<file path="src/source/sd_host_pkg.sv">
`default_nettype none

package sd_host_pkg;

  // clk_i cycles per sd clock, must be even
  localparam int unsigned SD_CLK_DIV = 4;

  //////////////////////////////////////////////////
  // command sequencer states
  //////////////////////////////////////////////////

  typedef enum logic [2:0] {
    READY,
    WRITE_CMD,
    BUS_SWITCH,    // N_CR gap before the response is expected
    READ_RSP,
    READ_RSP_BUSY, // response, then wait for dat0 release
    RSP_RECEIVED   // N_RC gap before the next command
  } cmd_seq_state_e;

endpackage

`default_nettype wire

</file>
<file path="src/source/sd_proto_pkg.sv">
`default_nettype none

package sd_proto_pkg;

  // response type select, as coded by the host
  localparam logic [1:0] RSP_NONE       = 2'b00;
  localparam logic [1:0] RSP_LONG       = 2'b01; // 136 bit
  localparam logic [1:0] RSP_SHORT      = 2'b10; // 48 bit
  localparam logic [1:0] RSP_SHORT_BUSY = 2'b11; // 48 bit, then busy on dat0

  localparam int unsigned CMD_FRAME_LEN = 48;
  localparam int unsigned RSP_SHORT_LEN = 48;
  localparam int unsigned RSP_LONG_LEN  = 136;

  // x^7 + x^3 + 1, the x^7 term is implied by the shift
  localparam logic [6:0] CRC7_POLY = 7'h09;

  localparam int unsigned RSP_TIMEOUT_CYCLES = 64; // sd clocks until start bit
  localparam int unsigned NCR_GAP = 2;             // sd clocks before listening
  localparam int unsigned NRC_GAP = 8;             // sd clocks before next command

  // one serial crc7 step, msb first
  function automatic logic [6:0] crc7_step(logic [6:0] crc, logic din);
    logic fb;
    fb = crc[6] ^ din;
    return {crc[5:0], 1'b0} ^ ({7{fb}} & CRC7_POLY);
  endfunction

endpackage

`default_nettype wire
</file>
<file path="src/source/cmd_ctrl.sv">
`timescale 1ns/1ps
`default_nettype none

module cmd_ctrl (
  input  logic         clk_i,
  input  logic         rst_ni,
  input  logic         clk_en_p_i,
  input  logic         cmd_start_i,
  input  logic [5:0]   cmd_index_i,
  input  logic [31:0]  cmd_arg_i,
  input  logic [1:0]   rsp_type_i,
  input  logic         dat0_i,        // card busy while low
  input  logic         tx_done_i,
  input  logic         receiving_i,
  input  logic         rsp_valid_i,
  input  logic [119:0] rsp_i,
  input  logic         crc_ok_i,
  input  logic         end_bit_err_i,
  output logic         start_tx_o,
  output logic [5:0]   index_o,
  output logic [31:0]  arg_o,
  output logic         start_listening_o,
  output logic         long_rsp_o,
  output logic         cmd_inhibit_o,
  output logic         cmd_done_o,
  output logic         rsp_done_o,
  output logic [119:0] rsp_o,
  output logic         busy_o,
  output logic         timeout_err_o,
  output logic         crc_err_o,
  output logic         end_bit_err_o,
  output logic         index_err_o
);

  sd_host_pkg::cmd_seq_state_e state_q, state_d;

  logic [5:0]   cnt_q, cnt_d; // shared by N_CR, timeout and N_RC
  logic [5:0]   index_q;
  logic [31:0]  arg_q;
  logic [1:0]   rsp_type_q;
  logic [119:0] rsp_q;
  logic         inhibit_q, start_pend_q, busy_q;
  logic         rx_started_q, wait_busy_q;
  logic         crc_err_q, end_err_q, idx_err_q, to_err_q;
  logic         crc_err_d, end_err_d, idx_err_d, to_err_d;
  logic         accept, short_rsp, timeout, entering;

  assign accept    = cmd_start_i & ~inhibit_q; // starts during inhibit are dropped
  assign short_rsp = (rsp_type_q == sd_proto_pkg::RSP_SHORT) ||
                     (rsp_type_q == sd_proto_pkg::RSP_SHORT_BUSY);

  assign timeout = ((state_q == sd_host_pkg::READ_RSP) ||
                    (state_q == sd_host_pkg::READ_RSP_BUSY)) &&
                   !rx_started_q && !receiving_i &&
                   (cnt_q == 6'(sd_proto_pkg::RSP_TIMEOUT_CYCLES - 1));

  //////////////////////////////////////////////////
  // sequencer
  //////////////////////////////////////////////////

  always_comb begin
    state_d = state_q;
    unique case (state_q)
      sd_host_pkg::READY: begin
        if (start_pend_q) state_d = sd_host_pkg::WRITE_CMD;
      end
      sd_host_pkg::WRITE_CMD: begin
        if (tx_done_i) begin
          state_d = (rsp_type_q == sd_proto_pkg::RSP_NONE) ? sd_host_pkg::RSP_RECEIVED
                                                           : sd_host_pkg::BUS_SWITCH;
        end
      end
      sd_host_pkg::BUS_SWITCH: begin
        if (cnt_q == 6'(sd_proto_pkg::NCR_GAP - 1)) begin
          state_d = (rsp_type_q == sd_proto_pkg::RSP_SHORT_BUSY) ? sd_host_pkg::READ_RSP_BUSY
                                                                 : sd_host_pkg::READ_RSP;
        end
      end
      sd_host_pkg::READ_RSP: begin
        if (rsp_valid_i || timeout) state_d = sd_host_pkg::RSP_RECEIVED;
      end
      sd_host_pkg::READ_RSP_BUSY: begin
        // response first, then hold until the card lets dat0 go
        if ((wait_busy_q && dat0_i) || timeout) state_d = sd_host_pkg::RSP_RECEIVED;
      end
      sd_host_pkg::RSP_RECEIVED: begin
        if (cnt_q == 6'(sd_proto_pkg::NRC_GAP - 1)) state_d = sd_host_pkg::READY;
      end
      default: state_d = sd_host_pkg::READY;
    endcase

    if (state_d != state_q) begin
      cnt_d = '0;
    end else if (rx_started_q || receiving_i) begin
      cnt_d = cnt_q; // response under way, no timeout
    end else if ((state_q != sd_host_pkg::READY) && (state_q != sd_host_pkg::WRITE_CMD)) begin
      cnt_d = cnt_q + 1'b1;
    end else begin
      cnt_d = cnt_q;
    end
  end

  always_ff @(posedge clk_i) begin
    if (!rst_ni) begin
      state_q      <= sd_host_pkg::READY;
      cnt_q        <= '0;
      rx_started_q <= 1'b0;
      wait_busy_q  <= 1'b0;
    end else if (clk_en_p_i) begin
      state_q      <= state_d;
      cnt_q        <= cnt_d;
      rx_started_q <= (state_d != state_q) ? 1'b0 : (rx_started_q | receiving_i);
      wait_busy_q  <= (state_d != state_q) ? 1'b0 :
                      (wait_busy_q | (rsp_valid_i && (state_q == sd_host_pkg::READ_RSP_BUSY)));
    end
  end

  //////////////////////////////////////////////////
  // host side and error flags
  //////////////////////////////////////////////////

  assign entering = clk_en_p_i && (state_q != sd_host_pkg::RSP_RECEIVED) &&
                    (state_d == sd_host_pkg::RSP_RECEIVED);

  always_comb begin
    crc_err_d = crc_err_q;
    end_err_d = end_err_q;
    idx_err_d = idx_err_q;
    to_err_d  = to_err_q;
    if (accept) begin
      crc_err_d = 1'b0;
      end_err_d = 1'b0;
      idx_err_d = 1'b0;
      to_err_d  = 1'b0;
    end else begin
      if (rsp_valid_i) begin
        crc_err_d = short_rsp & ~crc_ok_i;
        end_err_d = end_bit_err_i;
        idx_err_d = short_rsp & (rsp_i[37:32] != index_q); // index field of R1/R1b
      end
      if (timeout && clk_en_p_i) to_err_d = 1'b1;
    end
  end

  always_ff @(posedge clk_i) begin
    if (!rst_ni) begin
      inhibit_q    <= 1'b0;
      start_pend_q <= 1'b0;
      busy_q       <= 1'b0;
      rsp_type_q   <= sd_proto_pkg::RSP_NONE;
      crc_err_q    <= 1'b0;
      end_err_q    <= 1'b0;
      idx_err_q    <= 1'b0;
      to_err_q     <= 1'b0;
    end else begin
      crc_err_q <= crc_err_d;
      end_err_q <= end_err_d;
      idx_err_q <= idx_err_d;
      to_err_q  <= to_err_d;
      if (accept) begin
        inhibit_q    <= 1'b1;
        start_pend_q <= 1'b1;
        rsp_type_q   <= rsp_type_i;
        busy_q       <= (rsp_type_i == sd_proto_pkg::RSP_SHORT_BUSY);
      end else begin
        if (start_tx_o) start_pend_q <= 1'b0;
        if (entering) busy_q <= 1'b0;
        if (clk_en_p_i && (state_q == sd_host_pkg::RSP_RECEIVED) &&
            (state_d == sd_host_pkg::READY)) begin
          inhibit_q <= 1'b0;
        end
      end
    end
  end

  always_ff @(posedge clk_i) begin
    if (accept) begin
      index_q <= cmd_index_i;
      arg_q   <= cmd_arg_i;
    end
    if (rsp_valid_i) rsp_q <= rsp_i;
  end

  assign start_tx_o        = start_pend_q & clk_en_p_i & (state_q == sd_host_pkg::READY);
  assign index_o           = index_q;
  assign arg_o             = arg_q;
  assign start_listening_o = (state_q == sd_host_pkg::BUS_SWITCH);
  assign long_rsp_o        = (rsp_type_q == sd_proto_pkg::RSP_LONG);
  assign cmd_inhibit_o     = inhibit_q;
  assign cmd_done_o        = tx_done_i & (state_q == sd_host_pkg::WRITE_CMD);
  assign rsp_done_o        = entering;
  assign rsp_o             = rsp_q;
  assign busy_o            = busy_q;
  assign timeout_err_o     = entering & to_err_d;
  assign crc_err_o         = entering & crc_err_d;
  assign end_bit_err_o     = entering & end_err_d;
  assign index_err_o       = entering & idx_err_d;

endmodule

`default_nettype wire

</file>
<file path="src/source/cmd_write.sv">
`timescale 1ns/1ps
`default_nettype none

module cmd_write (
  input  logic        clk_i,
  input  logic        rst_ni,
  input  logic        clk_en_p_i,
  input  logic        clk_en_n_i,
  input  logic        start_tx_i,  // one cycle, index and argument valid
  input  logic [5:0]  cmd_index_i,
  input  logic [31:0] cmd_arg_i,
  output logic        cmd_o,
  output logic        cmd_oe_o,
  output logic        tx_done_o
);

  logic        sending_q;
  logic        end_sent_q; // end bit is on the line
  logic        cmd_q;
  logic        oe_q;
  logic [5:0]  bit_cnt_q;
  logic [39:0] frame_q;    // start, transmission, index, argument
  logic [6:0]  crc_q;

  //////////////////////////////////////////////////
  // bit sequencing
  //////////////////////////////////////////////////

  always_ff @(posedge clk_i) begin
    if (!rst_ni) begin
      sending_q  <= 1'b0;
      end_sent_q <= 1'b0;
      cmd_q      <= 1'b1; // line released high
      oe_q       <= 1'b0;
      bit_cnt_q  <= '0;
    end else begin
      if (clk_en_p_i) end_sent_q <= 1'b0;

      if (start_tx_i) begin
        sending_q <= 1'b1;
        bit_cnt_q <= '0;
      end else if (clk_en_n_i && sending_q) begin
        if (bit_cnt_q == 6'(sd_proto_pkg::CMD_FRAME_LEN)) begin
          // frame complete, hand the line back
          oe_q      <= 1'b0;
          cmd_q     <= 1'b1;
          sending_q <= 1'b0;
        end else begin
          oe_q      <= 1'b1;
          bit_cnt_q <= bit_cnt_q + 1'b1;
          if (bit_cnt_q < 6'(sd_proto_pkg::CMD_FRAME_LEN - 8)) begin
            cmd_q <= frame_q[39];
          end else if (bit_cnt_q < 6'(sd_proto_pkg::CMD_FRAME_LEN - 1)) begin
            cmd_q <= crc_q[6];
          end else begin
            cmd_q      <= 1'b1; // end bit
            end_sent_q <= 1'b1;
          end
        end
      end
    end
  end

  // shift register and crc, crc is built while the payload goes out
  always_ff @(posedge clk_i) begin
    if (start_tx_i) begin
      frame_q <= {2'b01, cmd_index_i, cmd_arg_i};
      crc_q   <= '0;
    end else if (clk_en_n_i && sending_q) begin
      if (bit_cnt_q < 6'(sd_proto_pkg::CMD_FRAME_LEN - 8)) begin
        frame_q <= {frame_q[38:0], 1'b0};
        crc_q   <= sd_proto_pkg::crc7_step(crc_q, frame_q[39]);
      end else begin
        crc_q <= {crc_q[5:0], 1'b0}; // shift crc out msb first
      end
    end
  end

  assign cmd_o     = cmd_q;
  assign cmd_oe_o  = oe_q;
  assign tx_done_o = end_sent_q & clk_en_p_i; // card has sampled the end bit

endmodule

`default_nettype wire

</file>
<file path="src/source/rsp_read.sv">
`timescale 1ns/1ps
`default_nettype none

module rsp_read (
  input  logic         clk_i,
  input  logic         rst_ni,
  input  logic         clk_en_i,  // rising edge strobe
  input  logic         cmd_i,
  input  logic         long_rsp_i,
  input  logic         start_listening_i,
  output logic         receiving_o,
  output logic         rsp_valid_o,
  output logic [119:0] rsp_o,
  output logic         crc_ok_o,
  output logic         end_bit_err_o
);

  logic         armed_q;
  logic         recv_q;
  logic [7:0]   bit_cnt_q; // position in the frame, start bit is 0
  logic [7:0]   last_idx;
  logic         in_data;
  logic         in_crc;
  logic         crc_cover;
  logic         last_bit;
  logic [119:0] rsp_q;
  logic [6:0]   crc_calc_q;
  logic [6:0]   crc_rx_q;

  assign last_idx = long_rsp_i ? 8'(sd_proto_pkg::RSP_LONG_LEN - 1)
                               : 8'(sd_proto_pkg::RSP_SHORT_LEN - 1);

  // the seven bits before the end bit hold the crc
  assign last_bit = (bit_cnt_q == last_idx);
  assign in_data  = (bit_cnt_q < last_idx - 8'd7);
  assign in_crc   = !in_data && !last_bit;

  // long responses cover frame bits 127:8 only, which start at position 8
  assign crc_cover = in_data && (!long_rsp_i || (bit_cnt_q >= 8'd8));

  //////////////////////////////////////////////////
  // start bit detection and bit counter
  //////////////////////////////////////////////////

  always_ff @(posedge clk_i) begin
    if (!rst_ni) begin
      armed_q   <= 1'b0;
      recv_q    <= 1'b0;
      bit_cnt_q <= '0;
    end else if (clk_en_i) begin
      if (recv_q) begin
        bit_cnt_q <= bit_cnt_q + 1'b1;
        if (last_bit) recv_q <= 1'b0;
      end else if (armed_q && !cmd_i) begin
        armed_q   <= 1'b0; // start bit seen
        recv_q    <= 1'b1;
        bit_cnt_q <= 8'd1;
      end else if (start_listening_i) begin
        armed_q <= 1'b1;
      end
    end
  end

  always_ff @(posedge clk_i) begin
    if (clk_en_i) begin
      if (!recv_q) begin
        crc_calc_q <= '0;
      end else begin
        if (in_data) rsp_q <= {rsp_q[118:0], cmd_i}; // keeps the last 120 bits
        if (crc_cover) crc_calc_q <= sd_proto_pkg::crc7_step(crc_calc_q, cmd_i);
        if (in_crc) crc_rx_q <= {crc_rx_q[5:0], cmd_i};
      end
    end
  end

  assign receiving_o   = recv_q;
  assign rsp_valid_o   = recv_q & last_bit & clk_en_i;
  assign end_bit_err_o = recv_q & last_bit & ~cmd_i;
  assign crc_ok_o      = (crc_calc_q == crc_rx_q);
  assign rsp_o         = rsp_q;

endmodule

`default_nettype wire

</file>
<file path="src/source/sd_clk_gen.sv">
`timescale 1ns/1ps
`default_nettype none

module sd_clk_gen (
  input  logic clk_i,
  input  logic rst_ni,
  output logic clk_en_p_o, // high in the cycle before sd_clk rises
  output logic clk_en_n_o, // high in the cycle before sd_clk falls
  output logic sd_clk_o
);

  logic [$clog2(sd_host_pkg::SD_CLK_DIV)-1:0] cnt_q, cnt_d;
  logic sd_clk_q;

  // modulo counter over one sd clock period
  assign cnt_d = (cnt_q == sd_host_pkg::SD_CLK_DIV - 1) ? '0 : cnt_q + 1'b1;

  always_ff @(posedge clk_i) begin
    if (!rst_ni) begin
      cnt_q    <= '0;
      sd_clk_q <= 1'b0;
    end else begin
      cnt_q    <= cnt_d;
      // low in the first half of the count, high in the second
      sd_clk_q <= (cnt_d >= sd_host_pkg::SD_CLK_DIV / 2);
    end
  end

  // the strobes lead the pin by one clk_i cycle, so registers
  // enabled by them switch together with the sd clock edge
  assign clk_en_p_o = (cnt_q == sd_host_pkg::SD_CLK_DIV / 2 - 1);
  assign clk_en_n_o = (cnt_q == sd_host_pkg::SD_CLK_DIV - 1);

  assign sd_clk_o = sd_clk_q;

endmodule

`default_nettype wire

</file>
<file path="src/source/sd_cmd_top.sv">
`timescale 1ns/1ps
`default_nettype none

module sd_cmd_top (
  input  logic         clk_i,
  input  logic         rst_ni,
  input  logic         cmd_start_i,
  input  logic [5:0]   cmd_index_i,
  input  logic [31:0]  cmd_arg_i,
  input  logic [1:0]   rsp_type_i,
  input  logic         sd_cmd_i,
  input  logic         dat0_i,
  output logic         sd_clk_o,
  output logic         sd_cmd_o,
  output logic         sd_cmd_oe_o,
  output logic         cmd_inhibit_o,
  output logic         cmd_done_o,
  output logic         rsp_done_o,
  output logic [119:0] rsp_o,
  output logic         busy_o,
  output logic         timeout_err_o,
  output logic         crc_err_o,
  output logic         end_bit_err_o,
  output logic         index_err_o
);

  logic         clk_en_p, clk_en_n;
  logic         start_tx, tx_done;
  logic [5:0]   tx_index;
  logic [31:0]  tx_arg;
  logic         start_listening, long_rsp, receiving, rsp_valid;
  logic [119:0] rd_rsp;
  logic         rd_crc_ok, rd_end_bit_err;

  //////////////////////////////////////////////////
  // sd clock and command path
  //////////////////////////////////////////////////

  sd_clk_gen i_sd_clk_gen (
    .clk_i      (clk_i),
    .rst_ni     (rst_ni),
    .clk_en_p_o (clk_en_p),
    .clk_en_n_o (clk_en_n),
    .sd_clk_o   (sd_clk_o)
  );

  cmd_ctrl i_cmd_ctrl (
    .clk_i             (clk_i),
    .rst_ni            (rst_ni),
    .clk_en_p_i        (clk_en_p),
    .cmd_start_i       (cmd_start_i),
    .cmd_index_i       (cmd_index_i),
    .cmd_arg_i         (cmd_arg_i),
    .rsp_type_i        (rsp_type_i),
    .dat0_i            (dat0_i),
    .tx_done_i         (tx_done),
    .receiving_i       (receiving),
    .rsp_valid_i       (rsp_valid),
    .rsp_i             (rd_rsp),
    .crc_ok_i          (rd_crc_ok),
    .end_bit_err_i     (rd_end_bit_err),
    .start_tx_o        (start_tx),
    .index_o           (tx_index),
    .arg_o             (tx_arg),
    .start_listening_o (start_listening),
    .long_rsp_o        (long_rsp),
    .cmd_inhibit_o     (cmd_inhibit_o),
    .cmd_done_o        (cmd_done_o),
    .rsp_done_o        (rsp_done_o),
    .rsp_o             (rsp_o),
    .busy_o            (busy_o),
    .timeout_err_o     (timeout_err_o),
    .crc_err_o         (crc_err_o),
    .end_bit_err_o     (end_bit_err_o),
    .index_err_o       (index_err_o)
  );

  cmd_write i_cmd_write (
    .clk_i       (clk_i),
    .rst_ni      (rst_ni),
    .clk_en_p_i  (clk_en_p),
    .clk_en_n_i  (clk_en_n),
    .start_tx_i  (start_tx),
    .cmd_index_i (tx_index),
    .cmd_arg_i   (tx_arg),
    .cmd_o       (sd_cmd_o),
    .cmd_oe_o    (sd_cmd_oe_o),
    .tx_done_o   (tx_done)
  );

  rsp_read i_rsp_read (
    .clk_i             (clk_i),
    .rst_ni            (rst_ni),
    .clk_en_i          (clk_en_p), // sample on sd_clk rising
    .cmd_i             (sd_cmd_i),
    .long_rsp_i        (long_rsp),
    .start_listening_i (start_listening),
    .receiving_o       (receiving),
    .rsp_valid_o       (rsp_valid),
    .rsp_o             (rd_rsp),
    .crc_ok_o          (rd_crc_ok),
    .end_bit_err_o     (rd_end_bit_err)
  );

endmodule

`default_nettype wire

</file>
<file path="config.mk">
export PLATFORM = sky130hd
export DESIGN_NAME = sd_cmd_top
export DESIGN_NICKNAME = d
export VERILOG_FILES = /design/src/source/sd_host_pkg.sv /design/src/source/sd_proto_pkg.sv /design/src/source/cmd_ctrl.sv /design/src/source/cmd_write.sv /design/src/source/rsp_read.sv /design/src/source/sd_clk_gen.sv /design/src/source/sd_cmd_top.sv
export SDC_FILE = /design/constraint.sdc
export NUM_CORES = 1
export LEC_CHECK = 0
export BUFFER_PORTS_ARGS = -buffer_cell sky130_fd_sc_hd__buf_2
export CAP_MARGIN = 25
export CELL_PAD_IN_SITES_DETAIL_PLACEMENT = 1
export CELL_PAD_IN_SITES_GLOBAL_PLACEMENT = 1
export CORE_UTILIZATION = 48
export CTS_CLUSTER_DIAMETER = 150
export CTS_CLUSTER_SIZE = 30
export DETAILED_ROUTE_END_ITERATION = 16
export PLACE_DENSITY = 0.89
export SETUP_SLACK_MARGIN = 0.1
export SYNTH_ARGS = -nofsm -noshare
export SYNTH_HDL_FRONTEND = slang
export SYNTH_SLANG_ARGS = --single-unit
</file>
<file path="constraint.sdc">
create_clock -name clk_i -period 8.7 [get_ports clk_i]
set_input_delay 1.74 -clock clk_i [delete_from_list [all_inputs] [get_ports clk_i]]
set_output_delay 1.74 -clock clk_i [all_outputs]
set_load 0.02 [all_outputs]
</file>
======== Word-level counts from Yosys, hierarchy flattened ========
Cells that the tools add are included.
storage, ports and cells
  latch bits .............................. 0
  flip-flop bits (word level) ............. 382
  word-level logic and storage cells ...... 199
  memories kept ........................... 0
  output and inout bits ................... 131
  RAM bits ................................ 0
  bits of input ports ..................... 45
  bits in read-only memories .............. 0
operators by class
  bitwise logic cells ..................... 27
  magnitude comparators ................... 5
  add/subtract/negate cells ............... 5
  shift operators ......................... 0
  div/mod/pow operators ................... 0
  mux-type cells .......................... 55
  multipliers ............................. 0
  reduce and logical (&&, ||, !) cells .... 52
  equality and inequality tests ........... 24
operators by type and width
  kind                                                               count
  two-way mux 38 bit                                                 3
  two-way mux 1 bit                                                  34
  two-way mux 3 bit                                                  8
  two-way mux 8 bit                                                  3
  two-way mux 6 bit                                                  3
  case mux 3 bit (6 select lines)                                    1
  nonzero test 2 bit                                                 9
  logical AND 1 bit                                                  15
  AND 1 bit                                                          14
  two-way mux 7 bit                                                  2
  AND reduction 2 bit                                                7
  XOR 7 x 4 -> 7 bit                                                 2
  adder 6 x 1 -> 6 bit, second input constant                        2
  equality test 6 bit, second input constant                         2
  less-than comparator 6 bit, second input constant                  2
  AND reduction 3 bit                                                4
  equality test 3 bit, second input constant                         3
  adder 8 x 1 -> 8 bit, second input constant                        1
  equality test 2 bit, second input constant                         4
  equality test 8 bit                                                1
  greater-or-equal comparator 8 x 4 -> 1 bit, second input constant  1
  less-than comparator 8 bit                                         1
  subtractor 8 x 3 -> 8 bit, second input constant                   1
  equality test 7 bit                                                1
  23 further kinds                                                   44

======== Depth between registers and ports, before layout ========
  depth in word-level cells ............... 12
  gate-level depth with buffers ........... 13
  gate-level depth less buffers ........... 12

======== Modules after synthesis ========
From an unflattened synthesis, not the netlist that was laid out.
unflattened totals
  cells, all modules ...................... 742
  area total of the unflattened synthesis .. 13,387.8 sq um
by module, submodules not included
  module      sequential area each (sq um)  area each (sq um)  cells each  times used
  cmd_ctrl    5,144.9                       6,064.6            324         1
  rsp_read    4,224.1                       4,784.6            229         1
  cmd_write   1,521.5                       2,451.1            182         1
  sd_clk_gen  40.0                          87.6               7           1

======== Worst setup path before layout ========
Ideal clock, no wire load.
  kind .................................... flip-flop to flip-flop
  from .................................... register i_cmd_ctrl.rsp_type_q[1]
  to ...................................... register i_rsp_read.rsp_q[0], in the netlist i_rsp_read.rsp_o[0], enable pin
  clock period less this slack ............ 7,468 ps
  slack ................................... 1,232 ps
  library setup time ...................... 614 ps
  buffers on the path ..................... 1
  data required time ...................... 8,086 ps
  cell stages (with the launch flop) ...... 8
  data arrival time ....................... 6,854 ps
  path through ............................ dfxtp_1 > buf_4 > nand2b_1 > inv_1 > ha_1 > a211o_1 > a211oi_1 > nor2b_1
between the ends
  cells in the longest elaborated chain, start to end .. 5
ends and longest elaborated chain
  element                               line             text
  start: declaration                    cmd_ctrl.sv:40   logic [1:0] rsp_type_q;
  start signal: assignment              cmd_ctrl.sv:150  rsp_type_q <= sd_proto_pkg::RSP_NONE;
  start signal: assignment              cmd_ctrl.sv:163  rsp_type_q <= rsp_type_i;
  equality test 2 x 1 -> 1 bit          cmd_ctrl.sv:188  assign long_rsp_o = (rsp_type_q == sd_proto_pkg::RSP_LONG);
  two-way mux 8 bit                     rsp_read.sv:30   assign last_idx = long_rsp_i ? 8'(sd_proto_pkg::RSP_LONG_LEN - 1)
  subtractor 8 x 3 -> 8 bit             rsp_read.sv:35   assign in_data = (bit_cnt_q < last_idx - 8'd7);
  less-than comparator 8 bit            rsp_read.sv:35
  AND reduction 3 bit (no source line)  n/a
  end signal: assignment                rsp_read.sv:69   if (in_data) rsp_q <= {rsp_q[118:0], cmd_i};
  end: declaration                      rsp_read.sv:26   logic [119:0] rsp_q;
No other way between the ends.
A chain may end at the register's enable or synchronous reset.

======== Worst setup path after layout ========
  from .................................... register i_cmd_ctrl.rsp_type_q[1]
  to ...................................... output port index_err_o
between the ends
  cells in the longest elaborated chain, start to end .. 11
  elaborated cells on any way between the ends .. 22
  classes of those cells .................. 5 x eq/ne; 9 x mux; 4 x bitwise; 4 x reduce/logical
ends and longest elaborated chain
  element                          line              text
  equality test 2 x 1 -> 1 bit     cmd_ctrl.sv:188
  two-way mux 8 bit                rsp_read.sv:30
  equality test 8 bit              rsp_read.sv:34    assign last_bit = (bit_cnt_q == last_idx);
  AND 1 bit (2 in a row)           rsp_read.sv:77    assign rsp_valid_o = recv_q & last_bit & clk_en_i;
  logical OR 1 bit                 cmd_ctrl.sv:80    if (rsp_valid_i || timeout) state_d = sd_host_pkg::RSP_RECEIVED;
  two-way mux 3 bit                cmd_ctrl.sv:80
  case mux 3 bit (6 select lines)  cmd_ctrl.sv:63    unique case (state_q)
  equality test 3 bit              cmd_ctrl.sv:123   (state_d == sd_host_pkg::RSP_RECEIVED);
  logical AND 1 bit                cmd_ctrl.sv:122   assign entering = clk_en_p_i && (state_q != sd_host_pkg::RSP_RECEIVED) &&
  AND 1 bit *                      cmd_ctrl.sv:197   assign index_err_o = entering & idx_err_d;
  end: declaration                 sd_cmd_top.sv:24  output logic index_err_o
Mark *: on every way between the ends. The rest lies on a longest branch, timed or not.

==> impl_metrics.env <==
export IMPL_p_seq_frac=0.668
export IMPL_vias=7023
export IMPL_yosys_top_cells_area="edfxtp_1 75%, dfxtp_1 7.7%, nand2_1 4.3%, nor2_1 1.5%, xor2_1 1.3%"
export IMPL_first_iter_violations=484
export IMPL_fin_skew_ns=0.01668
export IMPL_detailed_place_hpwl_um=17520
export IMPL_finalPower_mw=3.015
export IMPL_finalHoldViolations=0
export IMPL_grt_max_degree=81
export IMPL_first_global_vias=7126
export IMPL_crit_slowest_cell="inv_4"
export IMPL_final_nets=1037
export IMPL_tightest_slew_ns=0.9831
export IMPL_p_leak_nw=4.715
export IMPL_power_internal_mw=2.410
export IMPL_switchingPower_mw=0.6056
export IMPL_clkPwrFrac=0.294
export IMPL_fp_dieArea_sq_um=28170
export IMPL_maxCapViolCount=0
export IMPL_ff2ff_setup_slack_ns=4.98
export IMPL_rsz0062_at_grt="false"
export IMPL_rr_worst_depth=12
export IMPL_synthesis_nets=857
export IMPL_grt_pass1_wl_um=39470
export IMPL_crit_required_ns=6.96
export IMPL_start_kind="flip-flop"
export IMPL_relSlewSlack=0.3396
export IMPL_overflow=0
export IMPL_syn_avg_cell_area_sq_um=16.48
export IMPL_r2r_start="i_cmd_ctrl.rsp_type_q[1]"
export IMPL_yosys_most_used_dff="edfxtp_1"
export IMPL_postRouteAntennaNets=0
export IMPL_tns_ns=0
export IMPL_fp_row_count=60
export IMPL_port_buffers=175
export IMPL_outcome="finished, final reports clean"
export IMPL_syn_instance_count=801
export IMPL_critPathMaxFanout=59
export IMPL_synth_top_area_share=0.7506
export IMPL_crit_family="simple AND/OR/NAND/NOR gates"
export IMPL_clkLatencyLatePin_ns=0.51
export IMPL_ir_worst_vdd_uv=129.3
export IMPL_wl_per_cell_um=19.38
export IMPL_cp_depth=12
export IMPL_synth_area_leader_cell="edfxtp_1"
export IMPL_synth_warnings=0
export IMPL_cp_cell_sequence="nand2b_1, inv_1, ha_1, nand4bb_1, nor2_1, nand3_1, inv_4, o21bai_1, and4b_1, or3_1, nor2b_1, buf_2"
export IMPL_finalWirelength_um=25820
export IMPL_cts_root_buf="clkbuf_16"
export IMPL_synth_cell_types=62
export IMPL_dr_pass1_iters=4
export IMPL_drc=0
export IMPL_max_stage_delay_ns=0.67
export IMPL_synth_edf_count=330
export IMPL_yosysMostFrequentCell="edfxtp_1"
export IMPL_cp_endpoint="index_err_o"
export IMPL_swShare=0.2008
export IMPL_holdBufCountCts=0
export IMPL_comb_power_share=0.039
export IMPL_dieWidth_um=167.8
export IMPL_dp_slack_ns=3.217
export IMPL_clockBufferDepth=3
export IMPL_endpoint_kind="output pin"
export IMPL_finalCriticalPeriod_ns=6.104
export IMPL_dieHeight_um=167.8
export IMPL_setup_ws_ns=2.596
export IMPL_ys_seq_area_frac=0.8280
export IMPL_fin_area_sq_um=14950
export IMPL_hold_path_class="flip-flop to flip-flop"
export IMPL_io_pins=176
export IMPL_fillers=2550
export IMPL_cts_reportedPaths_clkPinSlew_ns=0.11
export IMPL_crit_arrival_ns=4.36
export IMPL_synthTopCellsByCount="330 x edfxtp_1, 151 x nand2_1, 51 x dfxtp_1, 51 x nor2_1, 24 x a21oi_1"
export IMPL_finalSetupViolations=0
export IMPL_ys_ff_latch=381
export IMPL_post_cts_resized=0
export IMPL_r2r_end="i_cmd_ctrl.busy_o"
export IMPL_cts_sinks=381
export IMPL_fmax_mhz=163.8
export IMPL_cts_tree="built"
export IMPL_path_class="flip-flop to output pin"
export IMPL_cts_buffers=16
export IMPL_initial_core_util=0.4898
export IMPL_critPathBufInv=3
export IMPL_async_reset_ff_frac=0
export IMPL_core_area_sq_um=26950
export IMPL_worstSetupStartpoint="i_cmd_ctrl.rsp_type_q[1]"
export IMPL_drive_gt1_frac=0.2220
export IMPL_areaGrowthSynthToFinish_pct=13.26
export IMPL_diodes=0
export IMPL_dpl_cell_area_sq_um=14460
export IMPL_power_density_nw_per_um2=201.7
export IMPL_layout_worst_path_cycle_share=0.7016
export IMPL_avgViaCountPerCell=5.273
export IMPL_netlist_area_sq_um=13200
export IMPL_antenna_found_initial=0
export IMPL_multiInputGateArea_sq_um=2112
export IMPL_seqCellArea_sq_um=10930
export IMPL_cts_setup_buffers=0
export IMPL_gp_congestion=0.8239
export IMPL_htreeDepth=1
export IMPL_track_usage=0.1826
export IMPL_slew_viol_final=0
## through the flow
stage          hold WS [ns]    util  std cells
6_report             0.4374  0.5548       1332
5_1_grt              0.4659  0.5548       1332
4_1_cts              0.4410  0.5540       1331
3_5_place_dp         0.4164  0.5364       1303
3_3_place_gp         0.4026  0.5357       1302
2_1_floorplan        0.4003       -        801
## worst register-to-register path, cell delays in order (launching register included)
cell,delay (ns)
dfxtp_1,0.56
nand2b_1,0.24
inv_1,0.07
ha_1,0.30
nand4bb_1,0.14
nor2_1,0.17
nand3_1,0.25
inv_4,0.67
o21bai_1,0.21
and4b_1,0.24
or3_1,0.51
nand3_1,0.17
a21oi_1,0.07
## final cells by class
class                      count  area share
sequential                   381      0.7310
multi-input combinational    384      0.1413
timing repair buffer         180     0.06276
clock buffer                  27     0.03096
tap                          341     0.02854
inverter                      18    0.004686
clock inverter                 1   0.0007531
## routing by layer
metal | GRT usage | vias to the layer above | routed length, um
li1 | - | 3257 | -
met1 | 0.2331 | 3536 | 10880
met2 | 0.3310 | 204 | 13240
met3 | 0.02727 | 26 | 1299
met4 | 0.03789 | 0 | 393
met5 | 0 | - | 0
## sequential cells by signal, indices dropped and copies added (netlist names), 2 cells and up
| name | flops |
|---|---|
| i_rsp_read.bit_cnt_q | 8 |
| i_cmd_ctrl.arg_o | 32 |
| i_cmd_write.frame_q | 40 |
| i_rsp_read.rsp_o | 120 |
| i_cmd_write.crc_q | 7 |
| i_cmd_ctrl.index_o | 6 |
| i_cmd_write.bit_cnt_q | 6 |
| i_rsp_read.crc_rx_q | 7 |
| i_cmd_ctrl.cnt_q | 6 |
| i_cmd_ctrl.state_q | 3 |
| i_cmd_ctrl.rsp_type_q | 2 |
| i_rsp_read.crc_calc_q | 7 |
| i_cmd_ctrl.rsp_o | 120 |
## cell families after synthesis
| kind of cell | count (synthesis) | share of synthesized area |
|---|---|---|
| and+or+nand+nor | 280 | 0.09601 |
| xor gates and xnor gates | 30 | 0.01990 |
| adders and majority gates | 11 | 0.01043 |
| buffers and inverters | 36 | 0.01289 |
| AOI/OAI and AO/OA | 62 | 0.03204 |
| muxes | 1 | 0.0007583 |
| DFF | 381 | 0.8280 |
## worst min path at each step
stage	from	to	slack, ns	cells past startpoint
after floorplan	i_rsp_read.rsp_o[119]	i_cmd_ctrl.rsp_o[119]	0.40	0
final	i_rsp_read.rsp_o[119]	i_cmd_ctrl.rsp_o[119]	0.44	0
after detailed placement	i_rsp_read.rsp_o[119]	i_cmd_ctrl.rsp_o[119]	0.42	0
after CTS	i_rsp_read.rsp_o[119]	i_cmd_ctrl.rsp_o[119]	0.44	0
after global routing	i_rsp_read.rsp_o[119]	i_cmd_ctrl.rsp_o[119]	0.47	0
after global placement	i_rsp_read.rsp_o[119]	i_cmd_ctrl.rsp_o[119]	0.40	0
## layout by cell type, fill, tap and decap left out, types with 2 or more instances in the layout
cell / count
a211oi_1: 7
o21bai_1: 2
xor2_1: 20
nor3b_1: 2
o21ai_2: 2
and2_1: 11
a31oi_1: 4
a32oi_1: 2
inv_1: 15
nand4_1: 6
a21oi_1: 24
nor3_1: 11
xnor2_1: 10
clkbuf_16: 17
buf_12: 2
nand2b_1: 3
clkbuf_1: 10
nor2_1: 51
nor3_2: 2
nand3_1: 18
o21ai_0: 6
ha_1: 11
or3_1: 2
nand2_1: 150
buf_4: 3
and3_1: 2
dfxtp_1: 51
nor2b_1: 4
edfxtp_1: 330
nand4bb_1: 2
buf_2: 175
## power groups by stage
stage          clock network, mW  logic (mW)  registers (mW)
2_1_floorplan                  0      0.0824            2.05
3_3_place_gp                   0       0.109            2.05
3_5_place_dp                   0       0.115            2.05
5_1_grt                    0.961       0.129            2.02
4_1_cts                    0.919       0.116            2.01
6_report                   0.886       0.116            2.01
No activity file was read; power rests on OpenSTA's default activity.
